===== src/cfg_bus_pkg.sv =====
`default_nettype none

package cfg_bus_pkg;

	localparam int DATA_W   = 32;
	localparam int ADDR_W   = 32;
	localparam int M_ADDR_W = 15; // Outgoing address keeps the low bits only
	localparam int STRB_W   = 4;

	// Internal request, level held until done
	typedef struct packed {
		logic              req;
		logic              we;    // High for a write
		logic [ADDR_W-1:0] addr;
		logic [DATA_W-1:0] wdata;
	} cfg_req_t;

	typedef struct packed {
		logic              cyc;
		logic              stb;
		logic              we;
		logic [ADDR_W-1:0] adr;
		logic [DATA_W-1:0] wdata;
	} wb_req_t;

	////////////////////////////////////////
	// FPGA-side AXI-Lite slave
	////////////////////////////////////////
	typedef struct packed {
		logic              awvalid;
		logic [ADDR_W-1:0] awaddr;
		logic              wvalid;
		logic [DATA_W-1:0] wdata;
		logic [STRB_W-1:0] wstrb;
		logic              arvalid;
		logic [ADDR_W-1:0] araddr;
		logic              rready;
	} axil_s_req_t;

	typedef struct packed {
		logic [DATA_W-1:0] rdata;
		logic              rvalid;
		logic              awready;
		logic              wready;
		logic              arready;
	} axil_s_rsp_t;

	////////////////////////////////////////
	// AXI-Lite master toward the targets
	////////////////////////////////////////
	typedef struct packed {
		logic                awvalid;
		logic [M_ADDR_W-1:0] awaddr;
		logic                wvalid;
		logic [DATA_W-1:0]   wdata;
		logic [STRB_W-1:0]   wstrb;
		logic                arvalid;
		logic [M_ADDR_W-1:0] araddr;
		logic                rready;
	} axil_m_req_t;

	// Response of one target, no write-response channel
	typedef struct packed {
		logic              awready;
		logic              wready;
		logic              arready;
		logic [DATA_W-1:0] rdata;
		logic              rvalid;
	} axil_m_rsp_t;

endpackage

`default_nettype wire


===== src/cfg_map_pkg.sv =====
`default_nettype none

package cfg_map_pkg;

	localparam int PAGE_W = 20; // Address bits 31 to 12
	localparam int OFS_W  = 12; // Offset inside a page

	localparam logic [PAGE_W-1:0] PAGE_USER    = 20'h30000;
	localparam logic [PAGE_W-1:0] PAGE_ANLZ    = 20'h30001;
	localparam logic [PAGE_W-1:0] PAGE_BRIDGE  = 20'h30002;
	localparam logic [PAGE_W-1:0] PAGE_SERDES  = 20'h30003;
	localparam logic [PAGE_W-1:0] PAGE_LOCAL   = 20'h30004;
	localparam logic [PAGE_W-1:0] PAGE_RSVD_LO = 20'h30005;
	localparam logic [PAGE_W-1:0] PAGE_RSVD_HI = 20'h3FFFF;

	localparam int N_EXT = 4;

	// Position of each external target in the enable and response arrays
	typedef enum logic [1:0] {
		TGT_USER   = 2'd0,
		TGT_ANLZ   = 2'd1,
		TGT_BRIDGE = 2'd2,
		TGT_SERDES = 2'd3
	} tgt_idx_e;

	localparam logic [OFS_W-1:0] LOCAL_SEL_OFS = '0;

	localparam logic [cfg_bus_pkg::DATA_W-1:0] RSVD_RDATA = '1;

endpackage

`default_nettype wire


===== src/axil_cfg_master.sv =====
`timescale 1ns/100ps
`default_nettype none

module axil_cfg_master (
	input  logic                           axi_clk,
	input  logic                           axi_reset_n,
	input  cfg_bus_pkg::cfg_req_t          req_i,
	input  cfg_bus_pkg::axil_m_rsp_t       rsp_i,
	output cfg_bus_pkg::axil_m_req_t       axi_o,
	output logic                           done_o,
	output logic [cfg_bus_pkg::DATA_W-1:0] rdata_o
);

	typedef enum logic [2:0] {
		ST_IDLE  = 3'd0,
		ST_RD_A  = 3'd1, // arvalid out, waiting arready
		ST_RD_R  = 3'd2, // address taken, waiting rvalid
		ST_WR_AW = 3'd3, // awvalid and wvalid out
		ST_WR_W  = 3'd4  // address taken, waiting wready
	} state_e;

	state_e                           state;
	logic                             awvalid_q;
	logic                             wvalid_q;
	logic                             arvalid_q;
	logic                             rready_q;
	logic [cfg_bus_pkg::M_ADDR_W-1:0] addr_q;
	logic [cfg_bus_pkg::DATA_W-1:0]   wdata_q;
	logic                             issue;
	logic                             rd_fin;

	// Request is still up in the done cycle, so skip it there
	assign issue  = (state == ST_IDLE) && req_i.req && !done_o;
	assign rd_fin = ((state == ST_RD_A) && rsp_i.arready && rsp_i.rvalid) ||
	                ((state == ST_RD_R) && rsp_i.rvalid);

	always_ff @(posedge axi_clk or negedge axi_reset_n) begin
		if (!axi_reset_n) begin
			state     <= ST_IDLE;
			awvalid_q <= 1'b0;
			wvalid_q  <= 1'b0;
			arvalid_q <= 1'b0;
			rready_q  <= 1'b0;
			done_o    <= 1'b0;
		end else begin
			done_o <= 1'b0;
			case (state)
				ST_IDLE: begin
					if (issue && req_i.we) begin
						awvalid_q <= 1'b1;
						wvalid_q  <= 1'b1;
						state     <= ST_WR_AW;
					end else if (issue) begin
						arvalid_q <= 1'b1;
						rready_q  <= 1'b1;
						state     <= ST_RD_A;
					end
				end
				ST_WR_AW: begin
					if (rsp_i.awready && rsp_i.wready) begin
						awvalid_q <= 1'b0;
						wvalid_q  <= 1'b0;
						done_o    <= 1'b1;
						state     <= ST_IDLE;
					end else if (rsp_i.awready) begin
						awvalid_q <= 1'b0;
						state     <= ST_WR_W;
					end
				end
				ST_WR_W: begin
					if (rsp_i.wready) begin
						wvalid_q <= 1'b0;
						done_o   <= 1'b1;
						state    <= ST_IDLE;
					end
				end
				ST_RD_A, ST_RD_R: begin
					if (rd_fin) begin
						arvalid_q <= 1'b0;
						rready_q  <= 1'b0;
						done_o    <= 1'b1;
						state     <= ST_IDLE;
					end else if (state == ST_RD_A && rsp_i.arready) begin
						arvalid_q <= 1'b0;
						state     <= ST_RD_R;
					end
				end
				default: state <= ST_IDLE;
			endcase
		end
	end

	always_ff @(posedge axi_clk) begin
		if (issue) begin
			addr_q  <= req_i.addr[cfg_bus_pkg::M_ADDR_W-1:0]; // Low 15 bits go out
			wdata_q <= req_i.wdata;
		end
		if (rd_fin) rdata_o <= rsp_i.rdata;
	end

	assign axi_o = '{
		awvalid: awvalid_q,
		awaddr:  addr_q,
		wvalid:  wvalid_q,
		wdata:   wdata_q,
		wstrb:   {cfg_bus_pkg::STRB_W{1'b1}}, // Full word writes only
		arvalid: arvalid_q,
		araddr:  addr_q,
		rready:  rready_q
	};

endmodule

`default_nettype wire


===== src/axil_cfg_port.sv =====
`timescale 1ns/100ps
`default_nettype none

module axil_cfg_port (
	input  logic                           axi_clk,
	input  logic                           axi_reset_n,
	input  cfg_bus_pkg::axil_s_req_t       cfg_i,
	output cfg_bus_pkg::axil_s_rsp_t       cfg_o,
	input  logic                           done_i,
	input  logic [cfg_bus_pkg::DATA_W-1:0] rdata_i,
	output cfg_bus_pkg::cfg_req_t          req_o
);

	typedef enum logic [2:0] {
		ST_IDLE    = 3'd0,
		ST_RD_WAIT = 3'd1,
		ST_RD_HOLD = 3'd2,
		ST_WR_DATA = 3'd3,
		ST_WR_WAIT = 3'd4
	} state_e;

	state_e                         state;
	logic                           awready_q;
	logic                           wready_q;
	logic                           arready_q;
	logic                           rvalid_q;
	logic [cfg_bus_pkg::ADDR_W-1:0] addr_q;
	logic [cfg_bus_pkg::DATA_W-1:0] wdata_q;
	logic [cfg_bus_pkg::DATA_W-1:0] rdata_q;
	logic                           rd_done;

	// rready has to be up already when done arrives
	assign rd_done = (state == ST_RD_WAIT) && cfg_i.rready && done_i;

	////////////////////////////////////////
	// Control FSM
	////////////////////////////////////////
	always_ff @(posedge axi_clk or negedge axi_reset_n) begin
		if (!axi_reset_n) begin
			state     <= ST_IDLE;
			awready_q <= 1'b0;
			wready_q  <= 1'b0;
			arready_q <= 1'b0;
			rvalid_q  <= 1'b0;
		end else begin
			awready_q <= 1'b0; // Readies are single pulses
			wready_q  <= 1'b0;
			arready_q <= 1'b0;
			case (state)
				ST_IDLE: begin
					if (cfg_i.awvalid) begin // Write first
						awready_q <= 1'b1;
						state     <= ST_WR_DATA;
					end else if (cfg_i.arvalid) begin
						arready_q <= 1'b1;
						state     <= ST_RD_WAIT;
					end
				end
				ST_RD_WAIT: begin
					if (rd_done) begin
						rvalid_q <= 1'b1;
						state    <= ST_RD_HOLD;
					end
				end
				ST_RD_HOLD: begin
					if (cfg_i.rready) begin
						rvalid_q <= 1'b0;
						state    <= ST_IDLE;
					end
				end
				ST_WR_DATA: begin
					if (cfg_i.wvalid) state <= ST_WR_WAIT;
				end
				ST_WR_WAIT: begin
					if (done_i) begin
						wready_q <= 1'b1;
						state    <= ST_IDLE;
					end
				end
				default: state <= ST_IDLE;
			endcase
		end
	end

	////////////////////////////////////////
	// Address and data capture
	////////////////////////////////////////
	always_ff @(posedge axi_clk) begin
		if (state == ST_IDLE) begin
			if (cfg_i.awvalid) begin
				addr_q <= cfg_i.awaddr;
			end else if (cfg_i.arvalid) begin
				addr_q <= cfg_i.araddr;
			end
		end
		if (state == ST_WR_DATA && cfg_i.wvalid) wdata_q <= cfg_i.wdata;
		if (rd_done) rdata_q <= rdata_i;
	end

	assign req_o = '{
		req:   (state == ST_RD_WAIT) || (state == ST_WR_WAIT),
		we:    (state == ST_WR_WAIT),
		addr:  addr_q,
		wdata: wdata_q
	};

	assign cfg_o = '{
		rdata:   rdata_q,
		rvalid:  rvalid_q,
		awready: awready_q,
		wready:  wready_q,
		arready: arready_q
	};

endmodule

`default_nettype wire


===== src/cfg_arbiter.sv =====
`timescale 1ns/100ps
`default_nettype none

module cfg_arbiter (
	input  logic                           axi_clk,
	input  logic                           axi_reset_n,
	input  cfg_bus_pkg::cfg_req_t          wb_req_i,
	input  cfg_bus_pkg::cfg_req_t          fpga_req_i,
	input  logic                           m_done_i,
	input  logic [cfg_bus_pkg::DATA_W-1:0] m_rdata_i,
	output cfg_bus_pkg::cfg_req_t          req_o,
	output logic                           grant_o,
	output logic                           wb_done_o,
	output logic                           fpga_done_o,
	output logic [cfg_bus_pkg::DATA_W-1:0] rdata_o
);

	localparam logic GNT_WB   = 1'b0;
	localparam logic GNT_FPGA = 1'b1;

	logic grant_q;

	// Grant only moves once the holder has dropped its request
	always_ff @(posedge axi_clk or negedge axi_reset_n) begin
		if (!axi_reset_n) begin
			grant_q <= GNT_WB;
		end else if (grant_q == GNT_WB) begin
			if (!wb_req_i.req && fpga_req_i.req) grant_q <= GNT_FPGA;
		end else begin
			if (!fpga_req_i.req && wb_req_i.req) grant_q <= GNT_WB;
		end
	end

	assign req_o   = (grant_q == GNT_FPGA) ? fpga_req_i : wb_req_i;
	assign grant_o = grant_q;

	// Holder still has its request up when done pulses
	assign wb_done_o   = m_done_i && (grant_q == GNT_WB);
	assign fpga_done_o = m_done_i && (grant_q == GNT_FPGA);
	assign rdata_o     = m_rdata_i; // Each side samples on its own done

endmodule

`default_nettype wire


===== src/cfg_ctrl.sv =====
`timescale 1ns/100ps
`default_nettype none

module cfg_ctrl #(
	parameter int SEL_W = 5
) (
	input  logic                      axi_clk,
	input  logic                      axi_reset_n,
	input  cfg_bus_pkg::wb_req_t      wb_i,
	output logic                      wb_ack_o,
	output logic [cfg_bus_pkg::DATA_W-1:0] wb_rdata_o,
	input  cfg_bus_pkg::axil_s_req_t  aa_cfg_i,
	output cfg_bus_pkg::axil_s_rsp_t  aa_cfg_o,
	output cfg_bus_pkg::axil_m_req_t  axi_m_o,
	input  cfg_bus_pkg::axil_m_rsp_t  axi_m_i [cfg_map_pkg::N_EXT],
	output logic                      up_en_o,
	output logic                      la_en_o,
	output logic                      aa_en_o,
	output logic                      is_en_o,
	output logic [SEL_W-1:0]          user_prj_sel_o
);

	cfg_bus_pkg::cfg_req_t     wb_req;
	cfg_bus_pkg::cfg_req_t     fpga_req;
	cfg_bus_pkg::cfg_req_t     m_req;    // Granted request
	cfg_bus_pkg::axil_m_rsp_t  m_rsp;    // Merged target response
	logic                      wb_done;
	logic                      fpga_done;
	logic                      m_done;
	logic [cfg_bus_pkg::DATA_W-1:0] m_rdata;
	logic [cfg_bus_pkg::DATA_W-1:0] arb_rdata;
	logic [cfg_map_pkg::N_EXT-1:0]  tgt_en;

	wb_cfg_port wb_port_inst (
		.axi_clk     (axi_clk),
		.axi_reset_n (axi_reset_n),
		.wb_i        (wb_i),
		.done_i      (wb_done),
		.rdata_i     (arb_rdata),
		.req_o       (wb_req),
		.ack_o       (wb_ack_o),
		.rdata_o     (wb_rdata_o)
	);

	axil_cfg_port aa_port_inst (
		.axi_clk     (axi_clk),
		.axi_reset_n (axi_reset_n),
		.cfg_i       (aa_cfg_i),
		.cfg_o       (aa_cfg_o),
		.done_i      (fpga_done),
		.rdata_i     (arb_rdata),
		.req_o       (fpga_req)
	);

	cfg_arbiter arbiter_inst (
		.axi_clk     (axi_clk),
		.axi_reset_n (axi_reset_n),
		.wb_req_i    (wb_req),
		.fpga_req_i  (fpga_req),
		.m_done_i    (m_done),
		.m_rdata_i   (m_rdata),
		.req_o       (m_req),
		.grant_o     (),
		.wb_done_o   (wb_done),
		.fpga_done_o (fpga_done),
		.rdata_o     (arb_rdata)
	);

	axil_cfg_master master_inst (
		.axi_clk     (axi_clk),
		.axi_reset_n (axi_reset_n),
		.req_i       (m_req),
		.rsp_i       (m_rsp),
		.axi_o       (axi_m_o),
		.done_o      (m_done),
		.rdata_o     (m_rdata)
	);

	cfg_target_router #(
		.SEL_W (SEL_W)
	) router_inst (
		.axi_clk        (axi_clk),
		.axi_reset_n    (axi_reset_n),
		.addr_i         (m_req.addr),
		.axi_i          (axi_m_o),
		.tgt_i          (axi_m_i),
		.rsp_o          (m_rsp),
		.en_o           (tgt_en),
		.user_prj_sel_o (user_prj_sel_o)
	);

	assign up_en_o = tgt_en[cfg_map_pkg::TGT_USER];
	assign la_en_o = tgt_en[cfg_map_pkg::TGT_ANLZ];
	assign aa_en_o = tgt_en[cfg_map_pkg::TGT_BRIDGE];
	assign is_en_o = tgt_en[cfg_map_pkg::TGT_SERDES];

endmodule

`default_nettype wire


===== src/cfg_target_router.sv =====
`timescale 1ns/100ps
`default_nettype none

module cfg_target_router #(
	parameter int SEL_W = 5
) (
	input  logic                           axi_clk,
	input  logic                           axi_reset_n,
	input  logic [cfg_bus_pkg::ADDR_W-1:0] addr_i,
	input  cfg_bus_pkg::axil_m_req_t       axi_i,
	input  cfg_bus_pkg::axil_m_rsp_t       tgt_i [cfg_map_pkg::N_EXT],
	output cfg_bus_pkg::axil_m_rsp_t       rsp_o,
	output logic [cfg_map_pkg::N_EXT-1:0]  en_o,
	output logic [SEL_W-1:0]               user_prj_sel_o
);

	logic [cfg_map_pkg::PAGE_W-1:0] page;
	logic                           local_hit;
	logic                           rsvd_hit;
	logic                           sel_wr;

	////////////////////////////////////////
	// Page decode
	////////////////////////////////////////
	assign page = addr_i[cfg_bus_pkg::ADDR_W-1 -: cfg_map_pkg::PAGE_W];

	assign en_o[cfg_map_pkg::TGT_USER]   = (page == cfg_map_pkg::PAGE_USER);
	assign en_o[cfg_map_pkg::TGT_ANLZ]   = (page == cfg_map_pkg::PAGE_ANLZ);
	assign en_o[cfg_map_pkg::TGT_BRIDGE] = (page == cfg_map_pkg::PAGE_BRIDGE);
	assign en_o[cfg_map_pkg::TGT_SERDES] = (page == cfg_map_pkg::PAGE_SERDES);

	assign local_hit = (page == cfg_map_pkg::PAGE_LOCAL);
	assign rsvd_hit  = (page >= cfg_map_pkg::PAGE_RSVD_LO) &&
	                   (page <= cfg_map_pkg::PAGE_RSVD_HI);

	////////////////////////////////////////
	// Response merge
	////////////////////////////////////////
	always_comb begin
		rsp_o = '0; // Unmapped page, requester stalls
		for (int i = 0; i < cfg_map_pkg::N_EXT; i++) begin
			if (en_o[i]) rsp_o = tgt_i[i]; // Enables are one-hot
		end
		if (local_hit) begin
			rsp_o = '{
				awready: axi_i.awvalid,
				wready:  axi_i.wvalid,
				arready: 1'b1,
				rdata:   cfg_bus_pkg::DATA_W'(user_prj_sel_o),
				rvalid:  1'b1
			};
		end else if (rsvd_hit) begin
			// Reads give all ones, writes complete at once
			rsp_o = '{
				awready: axi_i.awvalid,
				wready:  axi_i.wvalid,
				arready: axi_i.arvalid,
				rdata:   cfg_map_pkg::RSVD_RDATA,
				rvalid:  axi_i.arvalid
			};
		end
	end

	// Project select lives at offset 0 of the local page
	assign sel_wr = local_hit && axi_i.awvalid && axi_i.wvalid && axi_i.wstrb[0] &&
	                (axi_i.awaddr[cfg_map_pkg::OFS_W-1:0] == cfg_map_pkg::LOCAL_SEL_OFS);

	always_ff @(posedge axi_clk or negedge axi_reset_n) begin
		if (!axi_reset_n) begin
			user_prj_sel_o <= '0;
		end else if (sel_wr) begin
			user_prj_sel_o <= axi_i.wdata[SEL_W-1:0];
		end
	end

endmodule

`default_nettype wire


===== src/wb_cfg_port.sv =====
`timescale 1ns/100ps
`default_nettype none

module wb_cfg_port (
	input  logic                           axi_clk,
	input  logic                           axi_reset_n,
	input  cfg_bus_pkg::wb_req_t           wb_i,
	input  logic                           done_i,
	input  logic [cfg_bus_pkg::DATA_W-1:0] rdata_i,
	output cfg_bus_pkg::cfg_req_t          req_o,
	output logic                           ack_o,
	output logic [cfg_bus_pkg::DATA_W-1:0] rdata_o
);

	typedef enum logic {
		ST_IDLE = 1'b0,
		ST_BUSY = 1'b1
	} state_e;

	state_e                         state;
	logic                           we_q;
	logic [cfg_bus_pkg::ADDR_W-1:0] addr_q;
	logic [cfg_bus_pkg::DATA_W-1:0] wdata_q;
	logic                           start;

	// No new cycle while the previous ack is out
	assign start = (state == ST_IDLE) && !ack_o && wb_i.cyc && wb_i.stb;

	always_ff @(posedge axi_clk or negedge axi_reset_n) begin
		if (!axi_reset_n) begin
			state <= ST_IDLE;
			ack_o <= 1'b0;
		end else begin
			ack_o <= 1'b0;
			if (start) begin
				state <= ST_BUSY;
			end else if (state == ST_BUSY && done_i) begin
				state <= ST_IDLE;
				ack_o <= 1'b1; // One-cycle ack
			end
		end
	end

	always_ff @(posedge axi_clk) begin
		if (start) begin
			we_q    <= wb_i.we;
			addr_q  <= wb_i.adr;
			wdata_q <= wb_i.wdata;
		end
		if (state == ST_BUSY && done_i && !we_q) begin
			rdata_o <= rdata_i; // Valid in the ack cycle
		end
	end

	assign req_o = '{
		req:   (state == ST_BUSY),
		we:    we_q,
		addr:  addr_q,
		wdata: wdata_q
	};

endmodule

`default_nettype wire


===== config.mk =====
export PLATFORM = sky130hd
export DESIGN_NAME = cfg_ctrl
export DESIGN_NICKNAME = d
export VERILOG_FILES = /design/src/cfg_bus_pkg.sv /design/src/cfg_map_pkg.sv /design/src/axil_cfg_master.sv /design/src/axil_cfg_port.sv /design/src/cfg_arbiter.sv /design/src/cfg_ctrl.sv /design/src/cfg_target_router.sv /design/src/wb_cfg_port.sv
export SDC_FILE = /design/constraint.sdc
export NUM_CORES = 1
export LEC_CHECK = 0
export ABC_CLOCK_PERIOD_IN_PS = 6600
export BUFFER_PORTS_ARGS = -buffer_cell sky130_fd_sc_hd__buf_4
export CORE_MARGIN = 2
export CORE_UTILIZATION = 37
export DETAILED_ROUTE_END_ITERATION = 12
export GPL_ROUTABILITY_DRIVEN = 0
export HOLD_SLACK_MARGIN = 0.12
export SYNTH_ARGS = -nofsm -noshare
export SYNTH_HDL_FRONTEND = slang
export SYNTH_SLANG_ARGS = --single-unit

===== constraint.sdc =====
create_clock -name axi_clk -period 6.6 [get_ports axi_clk]
set_clock_uncertainty 0.2 [all_clocks]
set_input_delay 0.33 -clock axi_clk [delete_from_list [all_inputs] [get_ports axi_clk]]
set_output_delay 0.33 -clock axi_clk [all_outputs]
set_load 0.02 [all_outputs]

==> metrics, run 1 <==
outcome completed; Clock Path Buffers 3; Critical Path Sink Type flip-flop; flops & latches, synth 295; root buf cell clkbuf_16; final setup fails 0; Via Count 9024; EDFF count, synth 272; Syn Std Cell Area 11900 µm²; Initial Util 37.6%; measured slew at the worst slew-check pin 1.05 ns; H-tree levels 2; filler cell count 2430; total CTS buffers 34; layout cells sized above 1 43.6%; core area 31600 µm²; # IOs 465; first-pass GRT wire length 51.6 mm; multiplexer share of the synthesized area 8.14%; vias in the first global route 9479; Iteration-0 DRC Markers 479; WL per Instance 19.2 µm; Post-CTS Resized 0; syn_area_per_cell 16.2 µm²; I/O Buffers 456; unrepaired setup endpoints after global routing false; CP max FO 51; area delta synth->final 59.8%; part of the cycle the worst path needs 77.1%; sequential fraction of the synthesis area 73.5%; Arr. time, crit path 5.12 ns; Leak 7.59 nW; peak supply drop 0.000185 V; drt total wl 35.3 mm; worst min-delay path class primary input to flip-flop; gr ovfl total 0; post-DP HPWL 24.3 mm; DR pass1 iterations 5; post-synthesis simple-gate area fraction 5.53%; total power 5.40 mW; Avg Vias per Cell 4.91; Die X 183 µm; largest family of logic cells by synthesized area compound AO/OA/AOI/OAI gates; Clock Latency Late Sink 0.50 ns; Max Freq 196 MHz; Pins Over Slew Limit 0; Die Ht 183 µm; unique cell type count in the Yosys netlist 67; FP Rows 65; initial antenna violation count 1; CTS tree built; cell area power density 284 nW/µm²; area leader, netlist edfxtp_1; residual DRC count 0; asr flop ratio synth 7.80%; top-area cell type share of the netlist area 68.6%; Synth area leaders edfxtp_1, mux2_2, dfrtp_1, a221o_1, buf_4; DRT antenna net count 0; Hold Vio Cnt, Final 0; clock sinks 295; maxcap violations 0; setup TNS 0 ns; compound-gate portion of the synthesized area 9.42%; Post-Synth Adder-Cell Area 0%; clk slew on worst S/H paths 0.06 ns; Total GRT Usage 20.2%; post-synthesis xor/xnor area fraction 0.0736%; synth warn 0; CP Class flip-flop to flip-flop; nets 1727; WP data required 6.63 ns; CP startpoint kind flip-flop; Mapped Cells 733; area of the die 33600 µm²; pin count of the biggest net entering global routing 52; Slew headroom 29.9%; main flop type after synthesis edfxtp_1; fin crit period 5.09 ns
[Yosys cell counts (all sizes together), types with 2 or more instances]
master / number
nor4: 8
a32o: 2
a221o: 32
a31oi: 3
o22a: 2
edfxtp: 272
nor2b: 6
a211oi: 2
o21ai: 41
or4b: 2
o32ai: 3
a221oi: 2
a2111oi: 3
o31ai: 3
dfrtp: 23
buf: 47
nand4bb: 2
nor2: 51
nand2b: 5
o22ai: 2
a21oi: 33
nor4b: 3
nor3b: 3
a22o: 3
mux2: 86
nand2: 21
inv: 9
nor3: 7
a22oi: 7
nand3: 9
and2: 3
clkbuf: 16
and3: 4
[per-layer routing]
metal  routed length (µm)  vias up  GRT usage, %
met1                13200     4319          22.4
met4                 1220        0          8.16
met5                    0        -             0
met2                18000      412          36.3
li1                     -     4217             -
met3                 2900       76          5.90
[worst max-delay path, cell delays in order, from the launching register on]
cell	delay [ns]
dfrtp_2	1.05
nor3_1	0.14
a22oi_1	0.56
a211oi_4	0.15
nand2_2	0.50
inv_2	0.44
a221o_1	0.38
a21oi_1	0.14
dlygate4sd3_1	0.58
o21ai_1	0.07
dlygate4sd3_1	0.59
[flip-flops by register name, indices dropped and copies added (netlist names), 3 cells and up]
name                        count
wb_port_inst.wdata_q           32
master_inst.addr_q             15
aa_port_inst.rdata_q           32
wb_port_inst.addr_q            32
wb_port_inst.rdata_o           32
master_inst.state               3
master_inst.wdata_q            32
aa_port_inst.addr_q            32
aa_port_inst.wdata_q           32
router_inst.user_prj_sel_o      5
aa_port_inst.state              3
master_inst.rdata_o            32
[repair_timing]
| action | 4_1_cts | 5_1_grt |
|---|---|---|
| buffers inserted | 0 | 0 |
| hold buffers | 234 | 0 |
| hold endpoints to repair | 192 | 0 |
[where the power goes]
part / total, mW / switching (mW) / internal [mW] / leakage (nW)
clock network: 1.81 / 0.720 / 1.09 / 0.528
registers: 2.51 / 0.183 / 2.33 / 2.76
logic: 1.07 / 0.515 / 0.553 / 4.30
[layout by cell type (no fill, tap or decap), drive strengths merged, types with 8 or more instances in the layout]
cell	instances
a21oi	33
a221o	32
buf	468
clkbuf	43
clkinv	12
dfrtp	23
dlygate4sd3	233
edfxtp	272
inv	11
mux2	86
nand2	21
nand3	9
nor2	51
nor4	8
o21ai	41
[per-stage QoR]
step | util [%] | instance area, µm² | std cells | setup WS (ns) | hold slack (ns)
floorplan | - | 11900 | 736 | 0.822 | -0.166
global placement | 49.3 | 15600 | 1542 | 2.47 | 0.0576
detailed placement | 49.3 | 15600 | 1542 | 2.42 | 0.0646
CTS | 60.1 | 19000 | 1837 | 1.53 | 0.128
global route | 60.1 | 19000 | 1837 | 1.21 | 0.154
finish | 60.1 | 19000 | 1838 | 1.51 | 0.153
[final timing paths]
check | from | endpoint | slack [ns] | depth (start not counted)
max | arbiter_inst.grant_o | master_inst.rdata_o[29] | 1.51 | 10
min | aa_cfg_i[103] | aa_port_inst.awready_q | 0.15 | 2
max reg2reg | arbiter_inst.grant_o | master_inst.rdata_o[29] | 1.51 | 10
min reg2reg | master_inst.rdata_o[25] | aa_port_inst.rdata_q[25] | 0.24 | 0
max in group asynchronous | axi_reset_n | arbiter_inst.grant_o | 5.40 | 4
min in group asynchronous | axi_reset_n | aa_port_inst.wready_q | 0.64 | 4
[layout make-up]
class	instances	area [µm²]	area share, %
Clock inverter	18	173	0.908
Timing Repair Buffer	701	5860	30.8
Clock buffer	43	906	4.76
Sequential cell	295	8740	46.0
Tap cell	402	503	2.64
Antenna cell	1	2.50	0.0132
Inverter	9	33.8	0.178
Multi-Input combinational cell	369	2800	14.7
[cells by family after synthesis]
family / after synthesis
AO/OA/AOI/OAI: 150
XOR/XNOR: 1
buffers and inverters: 72
flip-flops: 295
other: 1
AND/OR/NAND/NOR: 128
multiplexers: 86
(Power assumes the default switching activity.)
==> run 2, diff against run 1 <==
--- a/config.mk
+++ b/config.mk
@@ -5,7 +5,7 @@
 export SDC_FILE = /design/constraint.sdc
 export NUM_CORES = 1
 export LEC_CHECK = 0
-export ABC_CLOCK_PERIOD_IN_PS = 6600
+export ABC_CLOCK_PERIOD_IN_PS = 4700
 export BUFFER_PORTS_ARGS = -buffer_cell sky130_fd_sc_hd__buf_4
 export CORE_MARGIN = 2
 export CORE_UTILIZATION = 37
==> constraint.sdc (replaced) <==
create_clock -name axi_clk -period 4.7 [get_ports axi_clk]
set_clock_uncertainty 0.2 [all_clocks]
set_input_delay 0.235 -clock axi_clk [delete_from_list [all_inputs] [get_ports axi_clk]]
set_output_delay 0.235 -clock axi_clk [all_outputs]
set_load 0.02 [all_outputs]
==> metrics, run 2 (synthesized netlist as in run 1, its figures left out) <==
layout cells sized above 1 43.2%; CTS tree built; post-DP HPWL 24.6 mm; WP data required 4.93 ns; DR pass1 iterations 4; Avg Vias per Cell 4.86; clock sinks 295; residual DRC count 0; area delta synth->final 60.0%; pin count of the biggest net entering global routing 38; Arr. time, crit path 4.66 ns; DRT antenna net count 0; first-pass GRT wire length 52.6 mm; part of the cycle the worst path needs 94.3%; Die X 183 µm; initial antenna violation count 0; vias in the first global route 9410; most common cell after layout, fill and taps aside buf_4; WL per Instance 19.5 µm; most frequent cells in the layout buf_4, edfxtp_1, dlygate4sd3_1; Ant. Diodes 0; final setup fails 0; Hold Slack 0.183 ns; core area 31600 µm²; Max Freq 226 MHz; I/O Buffers 456; FF-to-FF path depth 10; Via Count 8966; Layout Cells excl Fill 1843; Iteration-0 DRC Markers 488; maxcap violations 0; total CTS buffers 31; cell area power density 390 nW/µm²; clk slew on worst S/H paths 0.06 ns; outcome completed; Initial Util 37.6%; unrepaired setup endpoints after global routing false; peak supply drop 0.000299 V; Clock Latency Late Sink 0.56 ns; Clock Path Buffers 3; CP max FO 33; dpl cells 1544; Slew headroom 28.4%; Leak 7.60 nW; Total GRT Usage 20.5%; # IOs 465; area of the die 33600 µm²; FP Rows 65; Pins Over Slew Limit 0; worst min-delay path class primary input to flip-flop; drt total wl 35.9 mm; setup TNS 0 ns; H-tree levels 1; nets 1737; fin crit period 4.43 ns; Hold Vio Cnt, Final 0; CP Class flip-flop to flip-flop; Die Ht 183 µm; gr ovfl total 0; root buf cell clkbuf_16; CP startpoint kind flip-flop; worst hold stages 2; Critical Path Sink Type flip-flop; measured slew at the worst slew-check pin 1.07 ns
-- run 2: cell count changes in the layout (fill, tap and decap cells not counted), sizes merged --
cell,previous run,this run
dlygate4sd3,233,244
buf,468,470
clkinvlp,1,0
diode,1,0
clkbuf,43,37
-- run 2: power by group --
group	internal (mW)	total (mW)	switching (mW)
registers	3.28	3.49	0.219
clock network	1.36	2.35	0.985
logic	0.807	1.58	0.774
total	5.45	7.42	1.98
-- run 2: stage by stage --
stage          util, %  power (mW)  setup WS [ns]  instance area (µm²)
6_report          60.2        7.42          0.266                19000
3_3_place_gp      49.4        4.90           1.08                15600
3_5_place_dp      49.4        4.92           1.00                15600
2_1_floorplan        -        4.34          0.570                11900
4_1_cts           60.2        7.48         0.0475                19000
5_1_grt           60.2        7.75         0.0242                19000
-- run 2: critical path, cell delays in order, from the launching register on --
cell and delay (ns):
dfrtp_2 0.68, nor3b_2 0.29, nand3_2 0.19, a211oi_4 0.47
nand2_4 0.31, inv_2 0.58, a221o_1 0.20, a21oi_1 0.04
dlygate4sd3_1 0.57, o21ai_1 0.16, dlygate4sd3_1 0.58
-- run 2: area by class of cell --
class | count | area, µm²
fill | 2415 | 12600
sequential | 295 | 8740
timing repair buffer | 714 | 5980
multi-input combinational | 369 | 2820
clock buffer | 37 | 798
tap | 402 | 503
clock inverter | 17 | 160
inverter | 9 | 33.8
-- run 2: path summary, 6_finish.rpt --
check | startpoint | end | slack [ns]
max | arbiter_inst.grant_o | master_inst.rdata_o[18] | 0.27
min | aa_cfg_i[69] | aa_port_inst.wdata_q[31] | 0.18
max reg2reg | arbiter_inst.grant_o | master_inst.rdata_o[18] | 0.27
min reg2reg | master_inst.rdata_o[25] | wb_port_inst.rdata_o[25] | 0.24
max in group asynchronous | axi_reset_n | arbiter_inst.grant_o | 3.62
min in group asynchronous | axi_reset_n | wb_port_inst.ack_o | 0.52
-- run 2: what timing repair did --
item,CTS,global route
gates resized for setup,0,2
hold buffers,245,0
setup endpoints to repair,0,6
hold endpoints to repair,194,0
setup buffers,0,0
-- run 2: per-layer routing --
layer  up-vias  GRT usage [%]  routed length (µm)
met4         0           7.07                1030
li1       4229              -                   -
met3        65           4.92                2590
met2       360           37.9               18900
met5         -              0                   0
met1      4312           23.0               13400
